==> src/hdl/scc_cfg.svh <==
`ifndef SCC_CFG_SVH
`define SCC_CFG_SVH

// build-wide constants for the scc

// width of the cpu bus and of every register
`define SCC_BYTE_W 8

// clk cycles per serial bit cell
// short value keeps simulation fast
// the board build ran at 282
`define SCC_BAUD_DIV 16

// WR15 after a force reset or hardware reset
// dcd, cts and the other status enables all on
`define SCC_WR15_RST 8'hf8

`endif

==> src/hdl/scc_reg_pkg.sv <==
`include "scc_cfg.svh"

// register-side types shared by the bus decoder and the channel logic
package scc_reg_pkg;

	// register pointer loaded through WR0
	// bit 3 is the point-high flag
	typedef logic [3:0] rindex_t;

	// stored configuration of one channel
	typedef struct packed {
		// ext enable in bit 0 and tx enable in bit 1
		// rx interrupt mode in bits 4..3
		logic [`SCC_BYTE_W-1:0] wr1;
		// receiver enable in bit 0
		logic [`SCC_BYTE_W-1:0] wr3;
		// transmitter enable in bit 3
		logic [`SCC_BYTE_W-1:0] wr5;
		// dcd enable in bit 3 and cts enable in bit 5
		logic [`SCC_BYTE_W-1:0] wr15;
	} chan_cfg_t;

	// one-cycle strobes decoded from cpu accesses
	typedef struct packed {
		// WR0 command 010 per channel
		logic rst_ext_a;
		logic rst_ext_b;
		// WR0 command 101
		logic rst_tx_ip;
		// WR0 command 100
		logic rx_first_en;
		// data port accesses on channel A
		logic tx_wr_a;
		logic rx_rd_a;
		// WR9 channel resets, also raised by force reset
		logic reset_a;
		logic reset_b;
		// WR9 11 or hardware reset
		logic reset_force;
	} cmd_t;

endpackage

==> src/hdl/scc_irq_pkg.sv <==
// interrupt-side types shared by the interrupt logic and the read map
package scc_irq_pkg;

	// pending sources, channel B has only external status
	typedef struct packed {
		logic rx_a;
		logic tx_a;
		logic ex_a;
		logic ex_b;
	} irq_pend_t;

	// vector status codes as the 8530 encodes them
	typedef enum logic [2:0] {
		vec_ex_b = 3'b001,
		vec_none = 3'b011,
		vec_tx_a = 3'b100,
		vec_ex_a = 3'b101,
		vec_rx_a = 3'b110
	} vec_stat_t;

	// status high, bits 6..4 hold the status reversed
	typedef struct packed {
		logic       wr2_hi;
		logic [2:0] stat_rev;
		logic [3:0] wr2_lo;
	} rr2_stat_hi_t;

	// status low, bits 3..1 in natural order
	typedef struct packed {
		logic [3:0] wr2_hi;
		logic [2:0] stat;
		logic       wr2_lo;
	} rr2_stat_lo_t;

	// RR2 on channel B, view picked by WR9 bit 4
	typedef union packed {
		rr2_stat_hi_t st_hi;
		rr2_stat_lo_t st_lo;
	} rr2_view_u;

endpackage

==> src/hdl/scc_ext_status.sv <==
`timescale 1ns/1ps

module scc_ext_status #(
	parameter bit HAS_CTS = 1'b1
) (
	input  logic                   clk,
	input  logic                   reset_hw,
	input  logic                   i_dcd,
	input  logic                   i_cts,
	input  scc_reg_pkg::chan_cfg_t i_cfg,
	input  logic                   i_reset_ext,
	input  logic                   i_force_reset,
	output logic [1:0]             o_rr0_ext,
	output logic                   o_ex_ip
);
	logic cts_in;
	logic latch_open;
	logic dcd_lat;
	logic cts_lat;
	logic dcd_chg;
	logic cts_chg;
	logic do_latch;

	// channel B has no cts pin
	assign cts_in = HAS_CTS ? i_cts : 1'b0;

	// a change counts only when WR15 enables that input
	assign dcd_chg  = i_cfg.wr15[3] & (i_dcd != dcd_lat);
	assign cts_chg  = i_cfg.wr15[5] & (cts_in != cts_lat);
	assign do_latch = latch_open & (dcd_chg | cts_chg);

	always_ff @(posedge clk or posedge reset_hw) begin
		if (reset_hw) begin
			latch_open <= 1'b1;
			o_ex_ip    <= 1'b0;
			dcd_lat    <= 1'b0;
			cts_lat    <= 1'b0;
		end else if (i_force_reset) begin
			latch_open <= 1'b1;
			o_ex_ip    <= 1'b0;
			dcd_lat    <= 1'b0;
			cts_lat    <= 1'b0;
		end else if (i_reset_ext) begin
			// reset ext/status reopens the latch
			latch_open <= 1'b1;
			o_ex_ip    <= 1'b0;
		end else if (do_latch) begin
			latch_open <= 1'b0;
			dcd_lat    <= i_dcd;
			cts_lat    <= cts_in;
			if (i_cfg.wr1[0])
				o_ex_ip <= 1'b1;
		end
	end

	// latched level for enabled inputs, live level otherwise
	assign o_rr0_ext = {i_cfg.wr15[5] ? cts_lat : cts_in, i_cfg.wr15[3] ? dcd_lat : i_dcd};

endmodule

==> src/hdl/scc_int_ctrl.sv <==
`timescale 1ns/1ps

module scc_int_ctrl (
	input  logic                   clk,
	input  logic                   reset_hw,
	input  scc_reg_pkg::cmd_t      i_cmd,
	input  scc_reg_pkg::chan_cfg_t i_cfg_a,
	input  logic                   i_mie,
	input  logic                   i_rx_strobe,
	input  logic                   i_tx_busy,
	input  logic                   i_ex_ip_a,
	input  logic                   i_ex_ip_b,
	output scc_irq_pkg::irq_pend_t o_pend,
	output scc_irq_pkg::vec_stat_t o_vec,
	output logic                   o_rx_avail,
	output logic                   o_irq_n
);
	logic rx_first;
	logic busy_q;
	logic tx_ip;
	logic tx_done;
	logic rx_mode_ok;
	logic rx_ip;

	// character waiting and first-character arming
	always_ff @(posedge clk or posedge reset_hw) begin
		if (reset_hw) begin
			o_rx_avail <= 1'b0;
			rx_first   <= 1'b1;
		end else if (i_cmd.reset_a) begin
			o_rx_avail <= 1'b0;
			rx_first   <= 1'b1;
		end else begin
			if (i_cmd.rx_rd_a) begin
				o_rx_avail <= 1'b0;
				rx_first   <= 1'b0;
			end
			// a new character wins over a read in the same cycle
			if (i_rx_strobe)
				o_rx_avail <= 1'b1;
			if (i_cmd.rx_first_en)
				rx_first <= 1'b1;
		end
	end

	// tx interrupt fires when the transmitter goes idle
	assign tx_done = busy_q & ~i_tx_busy;

	always_ff @(posedge clk or posedge reset_hw) begin
		if (reset_hw) begin
			busy_q <= 1'b0;
			tx_ip  <= 1'b0;
		end else begin
			busy_q <= i_tx_busy;
			if (i_cmd.reset_a || i_cmd.tx_wr_a || i_cmd.rst_tx_ip || !i_cfg_a.wr5[3])
				tx_ip <= 1'b0;
			else if (tx_done && i_cfg_a.wr1[1])
				tx_ip <= 1'b1;
		end
	end

	// WR1 mode 01 is first character only, 10 is every character
	assign rx_mode_ok = (i_cfg_a.wr1[4:3] == 2'b01 && rx_first) || i_cfg_a.wr1[4:3] == 2'b10;
	assign rx_ip      = i_cfg_a.wr3[0] & o_rx_avail & rx_mode_ok;

	assign o_pend = '{rx_a: rx_ip, tx_a: tx_ip, ex_a: i_ex_ip_a, ex_b: i_ex_ip_b};

	// highest priority source names the vector
	always_comb begin
		if (rx_ip)
			o_vec = scc_irq_pkg::vec_rx_a;
		else if (tx_ip)
			o_vec = scc_irq_pkg::vec_tx_a;
		else if (i_ex_ip_a)
			o_vec = scc_irq_pkg::vec_ex_a;
		else if (i_ex_ip_b)
			o_vec = scc_irq_pkg::vec_ex_b;
		else
			o_vec = scc_irq_pkg::vec_none;
	end

	assign o_irq_n = ~(i_mie & (rx_ip | tx_ip | i_ex_ip_a | i_ex_ip_b));

endmodule

==> src/hdl/scc_uart_rx.sv <==
`timescale 1ns/1ps
`include "scc_cfg.svh"

module scc_uart_rx (
	input  logic                   clk,
	input  logic                   reset_hw,
	input  logic                   i_reset_chan,
	input  logic                   i_rxd,
	output logic                   o_strobe,
	output logic [`SCC_BYTE_W-1:0] o_data
);
	localparam int CELL_W = $clog2(`SCC_BAUD_DIV);
	localparam int CNT_W  = $clog2(`SCC_BYTE_W + 2);
	localparam logic [CELL_W-1:0] CELL_LAST = CELL_W'(`SCC_BAUD_DIV - 1);
	localparam logic [CELL_W-1:0] CELL_HALF = CELL_W'(`SCC_BAUD_DIV / 2 - 1);
	localparam logic [CNT_W-1:0]  BIT_STOP  = CNT_W'(`SCC_BYTE_W + 1);

	logic [2:0]             rxd_sync;
	logic                   rx_bit;
	logic                   start_edge;
	logic                   busy;
	logic                   sample;
	logic [CELL_W-1:0]      cell_cnt;
	logic [CNT_W-1:0]       bit_cnt;
	logic [`SCC_BYTE_W-1:0] shreg;

	// two stages against metastability, third one for the edge
	assign rx_bit     = rxd_sync[1];
	assign start_edge = rxd_sync[2] & ~rxd_sync[1];
	assign sample     = busy & (cell_cnt == '0);

	always_ff @(posedge clk or posedge reset_hw) begin
		if (reset_hw) begin
			rxd_sync <= '1;
			busy     <= 1'b0;
			cell_cnt <= '0;
			bit_cnt  <= '0;
			o_strobe <= 1'b0;
		end else begin
			rxd_sync <= {rxd_sync[1:0], i_rxd};
			o_strobe <= 1'b0;
			if (i_reset_chan) begin
				busy <= 1'b0;
			end else if (!busy) begin
				// half a cell to reach the middle of the start bit
				if (start_edge) begin
					busy     <= 1'b1;
					cell_cnt <= CELL_HALF;
					bit_cnt  <= '0;
				end
			end else if (cell_cnt != '0) begin
				cell_cnt <= cell_cnt - 1'b1;
			end else begin
				cell_cnt <= CELL_LAST;
				bit_cnt  <= bit_cnt + 1'b1;
				// start bit gone high again means a glitch
				if (bit_cnt == '0 && rx_bit) begin
					busy <= 1'b0;
				end else if (bit_cnt == BIT_STOP) begin
					busy     <= 1'b0;
					o_strobe <= 1'b1;
				end
			end
		end
	end

	// lsb arrives first, the start bit falls out the bottom
	always_ff @(posedge clk) begin
		if (sample)
			shreg <= {rx_bit, shreg[`SCC_BYTE_W-1:1]};
		if (sample && bit_cnt == BIT_STOP)
			o_data <= shreg;
	end

endmodule

==> src/hdl/scc_uart_tx.sv <==
`timescale 1ns/1ps
`include "scc_cfg.svh"

module scc_uart_tx (
	input  logic                   clk,
	input  logic                   reset_hw,
	input  logic                   i_reset_chan,
	input  logic                   i_wr,
	input  logic [`SCC_BYTE_W-1:0] i_data,
	output logic                   o_txd,
	output logic                   o_busy
);
	localparam int FRAME_W = `SCC_BYTE_W + 2;
	localparam int CELL_W  = $clog2(`SCC_BAUD_DIV);
	localparam int CNT_W   = $clog2(FRAME_W);
	localparam logic [CELL_W-1:0] CELL_LAST = CELL_W'(`SCC_BAUD_DIV - 1);
	localparam logic [CNT_W-1:0]  BIT_LAST  = CNT_W'(FRAME_W - 1);

	// stop, data and start bits, line driven from bit 0
	logic [FRAME_W-1:0] frame;
	logic [CELL_W-1:0]  cell_cnt;
	logic [CNT_W-1:0]   bit_cnt;

	always_ff @(posedge clk or posedge reset_hw) begin
		if (reset_hw) begin
			frame    <= '1;
			cell_cnt <= '0;
			bit_cnt  <= '0;
			o_busy   <= 1'b0;
		end else if (i_reset_chan) begin
			frame    <= '1;
			cell_cnt <= '0;
			bit_cnt  <= '0;
			o_busy   <= 1'b0;
		end else if (!o_busy) begin
			// writes during a frame are lost
			if (i_wr) begin
				frame    <= {1'b1, i_data, 1'b0};
				cell_cnt <= '0;
				bit_cnt  <= '0;
				o_busy   <= 1'b1;
			end
		end else if (cell_cnt == CELL_LAST) begin
			cell_cnt <= '0;
			// idle level shifts in behind the frame
			frame    <= {1'b1, frame[FRAME_W-1:1]};
			if (bit_cnt == BIT_LAST)
				o_busy <= 1'b0;
			else
				bit_cnt <= bit_cnt + 1'b1;
		end else begin
			cell_cnt <= cell_cnt + 1'b1;
		end
	end

	assign o_txd = frame[0];

endmodule

==> src/hdl/scc_bus_regs.sv <==
`timescale 1ns/1ps
`include "scc_cfg.svh"

module scc_bus_regs (
	input  logic                      clk,
	input  logic                      reset_hw,
	input  logic                      i_cs,
	input  logic                      i_we,
	input  logic [1:0]                i_rs,
	input  logic [`SCC_BYTE_W-1:0]    i_wdata,
	input  logic [`SCC_BYTE_W-1:0]    i_rx_data,
	input  logic                      i_rx_avail,
	input  logic                      i_tx_busy,
	input  scc_irq_pkg::irq_pend_t    i_pend,
	input  scc_irq_pkg::vec_stat_t    i_vec,
	input  logic [1:0]                i_rr0_ext_a,
	input  logic [1:0]                i_rr0_ext_b,
	output logic [`SCC_BYTE_W-1:0]    o_rdata,
	output scc_reg_pkg::cmd_t         o_cmd,
	output scc_reg_pkg::chan_cfg_t    o_cfg_a,
	output scc_reg_pkg::chan_cfg_t    o_cfg_b,
	output logic [`SCC_BYTE_W-1:0]    o_tx_data,
	output logic                      o_mie
);
	localparam int BW = `SCC_BYTE_W;
	// bits kept through a channel reset
	localparam logic [BW-1:0] WR1_KEEP = 'h24;
	localparam logic [BW-1:0] WR5_KEEP = 'h61;
	// RR15 hides bits 2 and 0
	localparam logic [BW-1:0] RR15_MASK = 'hfa;

	// pointer seen by the bus, and the value it takes once cs drops
	scc_reg_pkg::rindex_t   rindex;
	scc_reg_pkg::rindex_t   rindex_nxt;
	// per-channel registers, index 1 is A and 0 is B like i_rs[0]
	scc_reg_pkg::chan_cfg_t cfg_q [2];
	logic [BW-1:0]          wr12_q [2];
	logic [BW-1:0]          wr13_q [2];
	logic [BW-1:0]          wr2_q;
	logic                   wr9_mie;
	logic                   wr9_vis;
	logic                   ctl_acc;
	logic                   ctl_wr;
	logic                   wr0_wr;
	logic                   wr9_wr;
	logic [2:0]             wr0_cmd;
	logic [1:0]             wreg;
	logic [1:0]             chan_rst;
	logic [BW-1:0]          rr0 [2];
	logic [BW-1:0]          rr1 [2];
	logic [BW-1:0]          rr3_a;
	scc_irq_pkg::rr2_view_u rr2_b;

	assign ctl_acc = i_cs & ~i_rs[1];
	assign ctl_wr  = ctl_acc & i_we;
	assign wr0_wr  = ctl_wr & (rindex == 4'd0);
	assign wr9_wr  = ctl_wr & (rindex == 4'd9);
	assign wr0_cmd = i_wdata[5:3];
	assign wreg    = {ctl_wr & i_rs[0], ctl_wr & ~i_rs[0]};

	// command strobes, valid during the bus cycle itself
	always_comb begin
		o_cmd.rst_ext_a   = wr0_wr & i_rs[0] & (wr0_cmd == 3'b010);
		o_cmd.rst_ext_b   = wr0_wr & ~i_rs[0] & (wr0_cmd == 3'b010);
		o_cmd.rst_tx_ip   = wr0_wr & i_rs[0] & (wr0_cmd == 3'b101);
		o_cmd.rx_first_en = wr0_wr & i_rs[0] & (wr0_cmd == 3'b100);
		o_cmd.tx_wr_a     = i_cs & i_we & (i_rs == 2'b11);
		o_cmd.rx_rd_a     = i_cs & ~i_we & (i_rs == 2'b11);
		// WR9 bits 7..6 select the reset, either side may write it
		o_cmd.reset_force = reset_hw | (wr9_wr & (i_wdata[7:6] == 2'b11));
		o_cmd.reset_a     = o_cmd.reset_force | (wr9_wr & (i_wdata[7:6] == 2'b10));
		o_cmd.reset_b     = o_cmd.reset_force | (wr9_wr & (i_wdata[7:6] == 2'b01));
	end

	assign chan_rst = {o_cmd.reset_a, o_cmd.reset_b};

	// pointer moves only while cs is low so read data stays put
	// during the cpu cycle
	always_ff @(posedge clk or posedge reset_hw) begin
		if (reset_hw) begin
			rindex     <= '0;
			rindex_nxt <= '0;
		end else begin
			if (!i_cs)
				rindex <= rindex_nxt;
			// WR0 loads the pointer, point high is command 001
			if (wr0_wr)
				rindex_nxt <= {wr0_cmd == 3'b001, i_wdata[2:0]};
			// any other control access falls back to WR0
			else if (ctl_acc)
				rindex_nxt <= '0;
		end
	end

	always_ff @(posedge clk or posedge reset_hw) begin
		if (reset_hw) begin
			for (int ch = 0; ch < 2; ch++) begin
				cfg_q[ch]  <= '{wr1: '0, wr3: '0, wr5: '0, wr15: `SCC_WR15_RST};
				wr12_q[ch] <= '0;
				wr13_q[ch] <= '0;
			end
			wr2_q   <= '0;
			wr9_mie <= 1'b0;
			wr9_vis <= 1'b0;
		end else begin
			for (int ch = 0; ch < 2; ch++) begin
				if (chan_rst[ch]) begin
					cfg_q[ch].wr1 <= cfg_q[ch].wr1 & WR1_KEEP;
					cfg_q[ch].wr5 <= cfg_q[ch].wr5 & WR5_KEEP;
				end else if (wreg[ch]) begin
					case (rindex)
						4'd1:    cfg_q[ch].wr1  <= i_wdata;
						4'd3:    cfg_q[ch].wr3  <= i_wdata;
						4'd5:    cfg_q[ch].wr5  <= i_wdata;
						4'd12:   wr12_q[ch]     <= i_wdata;
						4'd13:   wr13_q[ch]     <= i_wdata;
						4'd15:   cfg_q[ch].wr15 <= i_wdata;
						default: ;
					endcase
				end
				if (o_cmd.reset_force)
					cfg_q[ch].wr15 <= `SCC_WR15_RST;
			end
			// WR2 and WR9 are shared by both channels
			if (ctl_wr && rindex == 4'd2)
				wr2_q <= i_wdata;
			if (wr9_wr) begin
				wr9_mie <= i_wdata[3];
				wr9_vis <= i_wdata[4];
			end
		end
	end

	// RR0 with tx underrun fixed at 1, B has no receiver or transmitter
	assign rr0[1] = {2'b01, i_rr0_ext_a[1], 1'b0, i_rr0_ext_a[0], ~i_tx_busy, 1'b0, i_rx_avail};
	assign rr0[0] = {2'b01, i_rr0_ext_b[1], 1'b0, i_rr0_ext_b[0], 3'b100};
	// residue code 011 and all sent
	assign rr1[1] = {7'h03, ~i_tx_busy};
	assign rr1[0] = 8'h07;
	assign rr3_a  = {2'b00, i_pend.rx_a, i_pend.tx_a, i_pend.ex_a, 2'b00, i_pend.ex_b};

	always_comb begin
		if (wr9_vis) begin
			rr2_b.st_hi.wr2_hi   = wr2_q[7];
			rr2_b.st_hi.stat_rev = {<<{i_vec}};
			rr2_b.st_hi.wr2_lo   = wr2_q[3:0];
		end else begin
			rr2_b.st_lo.wr2_hi = wr2_q[7:4];
			rr2_b.st_lo.stat   = i_vec;
			rr2_b.st_lo.wr2_lo = wr2_q[0];
		end
	end

	// read map with the 8530 aliasing
	always_comb begin
		o_rdata = '0;
		if (i_rs[1]) begin
			if (i_rs[0])
				o_rdata = i_rx_data;
		end else begin
			case (rindex)
				4'd0, 4'd4:   o_rdata = rr0[i_rs[0]];
				4'd1, 4'd5:   o_rdata = rr1[i_rs[0]];
				4'd2, 4'd6:   o_rdata = i_rs[0] ? wr2_q : rr2_b;
				4'd3, 4'd7:   o_rdata = i_rs[0] ? rr3_a : '0;
				4'd8:         o_rdata = i_rs[0] ? i_rx_data : '0;
				4'd9, 4'd13:  o_rdata = wr13_q[i_rs[0]];
				4'd11, 4'd15: o_rdata = cfg_q[i_rs[0]].wr15 & RR15_MASK;
				4'd12:        o_rdata = wr12_q[i_rs[0]];
				default:      o_rdata = '0;
			endcase
		end
	end

	assign o_cfg_a   = cfg_q[1];
	assign o_cfg_b   = cfg_q[0];
	// transmitter takes the byte on the write strobe
	assign o_tx_data = i_wdata;
	assign o_mie     = wr9_mie;

endmodule

==> src/hdl/scc.sv <==
`timescale 1ns/1ps
`include "scc_cfg.svh"

module scc (
	input  logic                   clk,
	input  logic                   reset_hw,
	input  logic                   i_cs,
	input  logic                   i_we,
	input  logic [1:0]             i_rs,
	input  logic [`SCC_BYTE_W-1:0] i_wdata,
	input  logic                   i_rxd,
	input  logic                   i_cts,
	input  logic                   i_dcd_a,
	input  logic                   i_dcd_b,
	output logic [`SCC_BYTE_W-1:0] o_rdata,
	output logic                   o_irq_n,
	output logic                   o_txd,
	output logic                   o_rts
);
	scc_reg_pkg::cmd_t      cmd;
	scc_reg_pkg::chan_cfg_t cfg_a;
	scc_reg_pkg::chan_cfg_t cfg_b;
	scc_irq_pkg::irq_pend_t pend;
	scc_irq_pkg::vec_stat_t vec;
	logic [`SCC_BYTE_W-1:0] rx_data;
	logic [`SCC_BYTE_W-1:0] tx_data;
	logic [1:0]             rr0_ext_a;
	logic [1:0]             rr0_ext_b;
	logic                   rx_avail;
	logic                   rx_strobe;
	logic                   tx_busy;
	logic                   mie;
	logic                   ex_ip_a;
	logic                   ex_ip_b;

	scc_bus_regs u_bus_regs (
		.clk(clk), .reset_hw(reset_hw), .i_cs(i_cs), .i_we(i_we), .i_rs(i_rs),
		.i_wdata(i_wdata), .i_rx_data(rx_data), .i_rx_avail(rx_avail),
		.i_tx_busy(tx_busy), .i_pend(pend), .i_vec(vec),
		.i_rr0_ext_a(rr0_ext_a), .i_rr0_ext_b(rr0_ext_b), .o_rdata(o_rdata),
		.o_cmd(cmd), .o_cfg_a(cfg_a), .o_cfg_b(cfg_b), .o_tx_data(tx_data), .o_mie(mie)
	);

	scc_int_ctrl u_int_ctrl (
		.clk(clk), .reset_hw(reset_hw), .i_cmd(cmd), .i_cfg_a(cfg_a), .i_mie(mie),
		.i_rx_strobe(rx_strobe), .i_tx_busy(tx_busy), .i_ex_ip_a(ex_ip_a),
		.i_ex_ip_b(ex_ip_b), .o_pend(pend), .o_vec(vec), .o_rx_avail(rx_avail),
		.o_irq_n(o_irq_n)
	);

	scc_ext_status #(.HAS_CTS(1'b1)) ext_a (
		.clk(clk), .reset_hw(reset_hw), .i_dcd(i_dcd_a), .i_cts(i_cts), .i_cfg(cfg_a),
		.i_reset_ext(cmd.rst_ext_a), .i_force_reset(cmd.reset_force),
		.o_rr0_ext(rr0_ext_a), .o_ex_ip(ex_ip_a)
	);

	scc_ext_status #(.HAS_CTS(1'b0)) ext_b (
		.clk(clk), .reset_hw(reset_hw), .i_dcd(i_dcd_b), .i_cts(1'b0), .i_cfg(cfg_b),
		.i_reset_ext(cmd.rst_ext_b), .i_force_reset(cmd.reset_force),
		.o_rr0_ext(rr0_ext_b), .o_ex_ip(ex_ip_b)
	);

	scc_uart_rx u_uart_rx (
		.clk(clk), .reset_hw(reset_hw), .i_reset_chan(cmd.reset_a), .i_rxd(i_rxd),
		.o_strobe(rx_strobe), .o_data(rx_data)
	);

	scc_uart_tx u_uart_tx (
		.clk(clk), .reset_hw(reset_hw), .i_reset_chan(cmd.reset_a), .i_wr(cmd.tx_wr_a),
		.i_data(tx_data), .o_txd(o_txd), .o_busy(tx_busy)
	);

	// rts follows a waiting receive character
	assign o_rts = rx_avail;

endmodule

==> config.mk <==
export PLATFORM = sky130hd
export DESIGN_NAME = scc
export DESIGN_NICKNAME = d
export VERILOG_FILES = /design/src/hdl/scc_reg_pkg.sv /design/src/hdl/scc_irq_pkg.sv /design/src/hdl/scc_ext_status.sv /design/src/hdl/scc_int_ctrl.sv /design/src/hdl/scc_uart_rx.sv /design/src/hdl/scc_uart_tx.sv /design/src/hdl/scc_bus_regs.sv /design/src/hdl/scc.sv
export VERILOG_INCLUDE_DIRS = /design/src /design/src/hdl
export SDC_FILE = /design/constraint.sdc
export NUM_CORES = 1
export LEC_CHECK = 0
export BUFFER_PORTS_ARGS = -buffer_cell sky130_fd_sc_hd__clkbuf_2
export CORE_MARGIN = 3
export CORE_UTILIZATION = 56
export DETAILED_ROUTE_END_ITERATION = 7
export GPL_TIMING_DRIVEN = 0
export PLACE_DENSITY = 0.77
export SLEW_MARGIN = 20
export SYNTH_ARGS = -nofsm -noshare
export SYNTH_HDL_FRONTEND = slang
export SYNTH_SLANG_ARGS = --single-unit
==> constraint.sdc <==
create_clock -name clk -period 3.8 [get_ports clk]
set_input_delay 0.38 -clock clk [delete_from_list [all_inputs] [get_ports clk]]
set_output_delay 0.38 -clock clk [all_outputs]
set_load 0.01 [all_outputs]
==> impl_metrics.py <==
metrics = {
    "clocking": {
        "cts_tree": "done",
        "cts_max_level": 4,
        "postCtsHoldBufs": 0,
        "root_buffer": "clkbuf_16",
        "clkLatencyLatePin_ps": 420,
        "cts.clk_slew.worst_paths_ps": 60,
        "cts.sinks": 127,
        "cts_buffers": 17,
        "cts-resized-gates": 0,
        "clk_path_buf_depth": 2,
        "cts_setup_buffers": 0,
    },
    "sta": {
        "rsz0062_at_grt": "false",
        "tns_ps": 0,
        "drv_slew": 0,
        "finalWorstSetupSlack_ps": 720,
        "post-route-min-period_ps": 3080,
        "fmax_mhz": 325,
        "period_share_pct": 81.0,
        "maxSlewHeadroom_pct": 42.7,
        "setup-violations-final": 0,
        "finalClockSkew_ps": 9.40,
        "worstMarginPinSlew_ps": 860,
        "hold_viol": 0,
    },
    "finish": {
        "multiInputGateArea_um2": 2850,
        "syn2layout_area_growth_pct": 14.9,
        "num-fill-cells": 855,
        "drive_gt1_share_pct": 26.1,
        "antenna_cells": 0,
        "fin_util_pct": 66.7,
        "regArea_um2": 3290,
        "nets": 651,
    },
    "synthesis": {
        "synth_top_family_by_area": "multiplexers",
        "synthMuxAreaShare_pct": 14.7,
        "synth_warnings": 0,
        "synth-simple-area-share_pct": 14.6,
        "synth_edf_count": 16,
        "ys_seq_area_share_pct": 51.6,
        "synth.distinct_cells": 65,
        "netlist.area_leader.share_pct": 33.8,
        "ys_async_sr_fraction_pct": 87.4,
        "synth_compound_area_share_pct": 13.0,
        "synth_fa_ha_area_share_pct": 1.37,
        "synth_nets": 606,
        "synth_cells": 581,
        "synth_top_area_cell": "dfrtp_1",
        "syn_area_um2": 6370,
        "synthTopCellsByArea": "dfrtp_1 (34%), dfstp_2 (10%), mux2_2 (9.0%)",
        "ys_ff_latch": 127,
        "synth_xor_area_share_pct": 0.962,
        "postSynthAreaPerCell_um2": 11.0,
        "ys.flop_type": "dfrtp_1",
    },
    "setup_path": {
        "crit_buf_inv": 3,
        "endpoint_kind": "output pin",
        "reg2reg_setup_slack_ps": 1270,
        "rr_startpoint": "u_uart_rx.cell_cnt[0]",
        "critPathKind": "register to output pin",
        "path_delay_family": "compound AO/OA/AOI/OAI gates",
        "endpoint": "o_rdata[6]",
        "worst_r2r_path_depth": 5,
        "setup.worst_path.start_class": "register",
        "cpMaxStageDelayCell": "a21oi_1",
        "slowest_delay_ps": 610,
        "path_cells": "buf_2 -> clkbuf_1 -> a21oi_1 -> o21ai_0 -> o211ai_1 -> clkbuf_2",
        "r2r_end": "u_uart_rx.o_data[1]",
        "crit_required_ps": 3420,
        "worstPathMaxFanout": 10,
        "worstPathArrival_ps": 2700,
        "crit_cells": 6,
        "cp-startpoint": "u_bus_regs.rindex[3]",
    },
    "global_routing": {
        "overflow": 0,
        "antenna_found_initial": 0,
        "first_global_vias": 5147,
        "grt_max_degree": 37,
        "grt_pass1_wl_um": 27500,
        "grt.total_usage_pct": 28.1,
    },
    "drt": {
        "drtAntennaViolNets": 0,
        "vias_per_cell": 6.35,
        "first_pass_iters": 7,
        "drtIter0Drc": 435,
        "wl_per_cell_um": 21.9,
        "vias": 4945,
        "wl_um": 17100,
        "drc": 0,
    },
    "floorplan": {
        "io_pins": 29,
        "initial_core_util_pct": 58.0,
        "die_area_um2": 12700,
        "core_um2": 11000,
        "rows": 38,
        "die_w_um": 113,
        "die_h_um": 113,
    },
    "run": {
        "drv_cap": 0,
    },
    "place": {
        "pre_cts_slack_ps": 871,
        "port_buffers": 23,
        "dp_hpwl_um": 11900,
        "gp_congestion": 0.955,
    },
    "outcome": {
        "status": "finished, final reports clean",
    },
    "min_path": {
        "hold_path.class": "primary input to register",
        "min_from": "i_rxd",
    },
    "power": {
        "power_density_nw_per_um2": 497,
        "ir_worst_vdd_mv": 0.367,
        "leakage_uw": 0.00327,
    },
}
-- how the worst min path moves through the flow --
stage	slack, ps	cells past startpoint	to
CTS	30	1	u_uart_rx.rxd_sync[0]
detailed placement	350	0	u_uart_rx.rxd_sync[1]
floorplan	350	0	u_uart_rx.rxd_sync[1]
global route	40	1	u_uart_rx.rxd_sync[0]
global placement	350	0	u_uart_rx.rxd_sync[1]
finish	40	1	u_uart_rx.rxd_sync[0]
-- layout make-up --
cell class	count	area share, %
well taps	140	2.39
plain buffers	37	2.37
flip-flops and latches	127	44.9
clock inverters	15	2.29
inverters	18	0.974
repair buffers	26	2.39
clock buffers	17	5.81
multi-input cells	399	38.9
-- flip-flops by register name, indices dropped and copies added, names as in the netlist, 3 cells and up --
name,cells
u_uart_tx.bit_cnt,4
u_uart_rx.o_data,8
u_uart_rx.cell_cnt,4
u_bus_regs.wr12_q,16
u_bus_regs.o_cfg_a,12
u_bus_regs.rindex,4
u_uart_rx.rxd_sync,3
u_uart_rx.bit_cnt,4
u_bus_regs.rindex_nxt,4
u_bus_regs.o_cfg_b,7
u_uart_tx.cell_cnt,4
u_uart_rx.shreg,8
u_bus_regs.wr2_q,8
u_bus_regs.wr13_q,16
u_uart_tx.frame,9
-- cells by family after synthesis --
kind of cell / after synthesis
buf+inv: 55
xor+xnor: 7
flops: 127
compound gates: 124
mux: 87
simple gates: 174
fa+ha+maj: 7
-- metal layers --
layer  vias up  wire length [µm]  GRT usage (%)
met4         0               410           10.7
met1      2459              7170           37.2
li1       2220                 -              -
met5         -                 0              0
met3        31              1310           7.28
met2       235              8210           44.7
-- where the power goes --
group	switching, µW	leakage [µW]	internal, µW
logic	293	0.00140	172
registers	63.8	0.00158	1480
clock network	613	0.000290	1030
-- Yosys cell counts, drive strengths merged, types with 15 or more instances --
cell / count
dfrtp: 86
buf: 21
clkbuf: 16
a21oi: 27
inv: 18
dfstp: 25
edfxtp: 16
mux2: 51
nand2: 49
a31oi: 15
nand3: 19
mux2i: 36
o21ai: 28
nor2: 40
-- stage by stage --
| stage | hold WS (ps) | instances | cell area (µm²) | total power [µW] |
|---|---|---|---|---|
| after CTS | 28.0 | 779 | 7320 | 3650 |
| after detailed placement | 348 | 747 | 6730 | 2010 |
| after global placement | 346 | 744 | 6670 | 1980 |
| after global routing | 39.6 | 779 | 7330 | 3760 |
| after floorplan | 345 | 581 | 6380 | 1860 |
| final | 36.7 | 779 | 7330 | 3640 |
-- layout by cell type (no fill, tap or decap), drive strengths merged, types with 6 or more instances in the layout --
cell    synthesis  final
a21oi          27     27
a22o            7      7
a22oi           7      7
a31oi          15     15
buf            21     24
clkbuf         16     56
clkinv          0      8
dfrtp          86     86
dfstp          25     25
edfxtp         16     16
ha              7      7
inv            18     20
mux2           51     51
mux2i          36     36
nand2          49     49
nand2b          6      6
nand3          19     19
nand4           7      7
nor2           40     40
nor2b           7      7
nor3           11     11
nor3b           7      7
nor4            6      6
o211ai          6      6
o21ai          28     28
No activity file was read; power rests on OpenSTA's default activity.
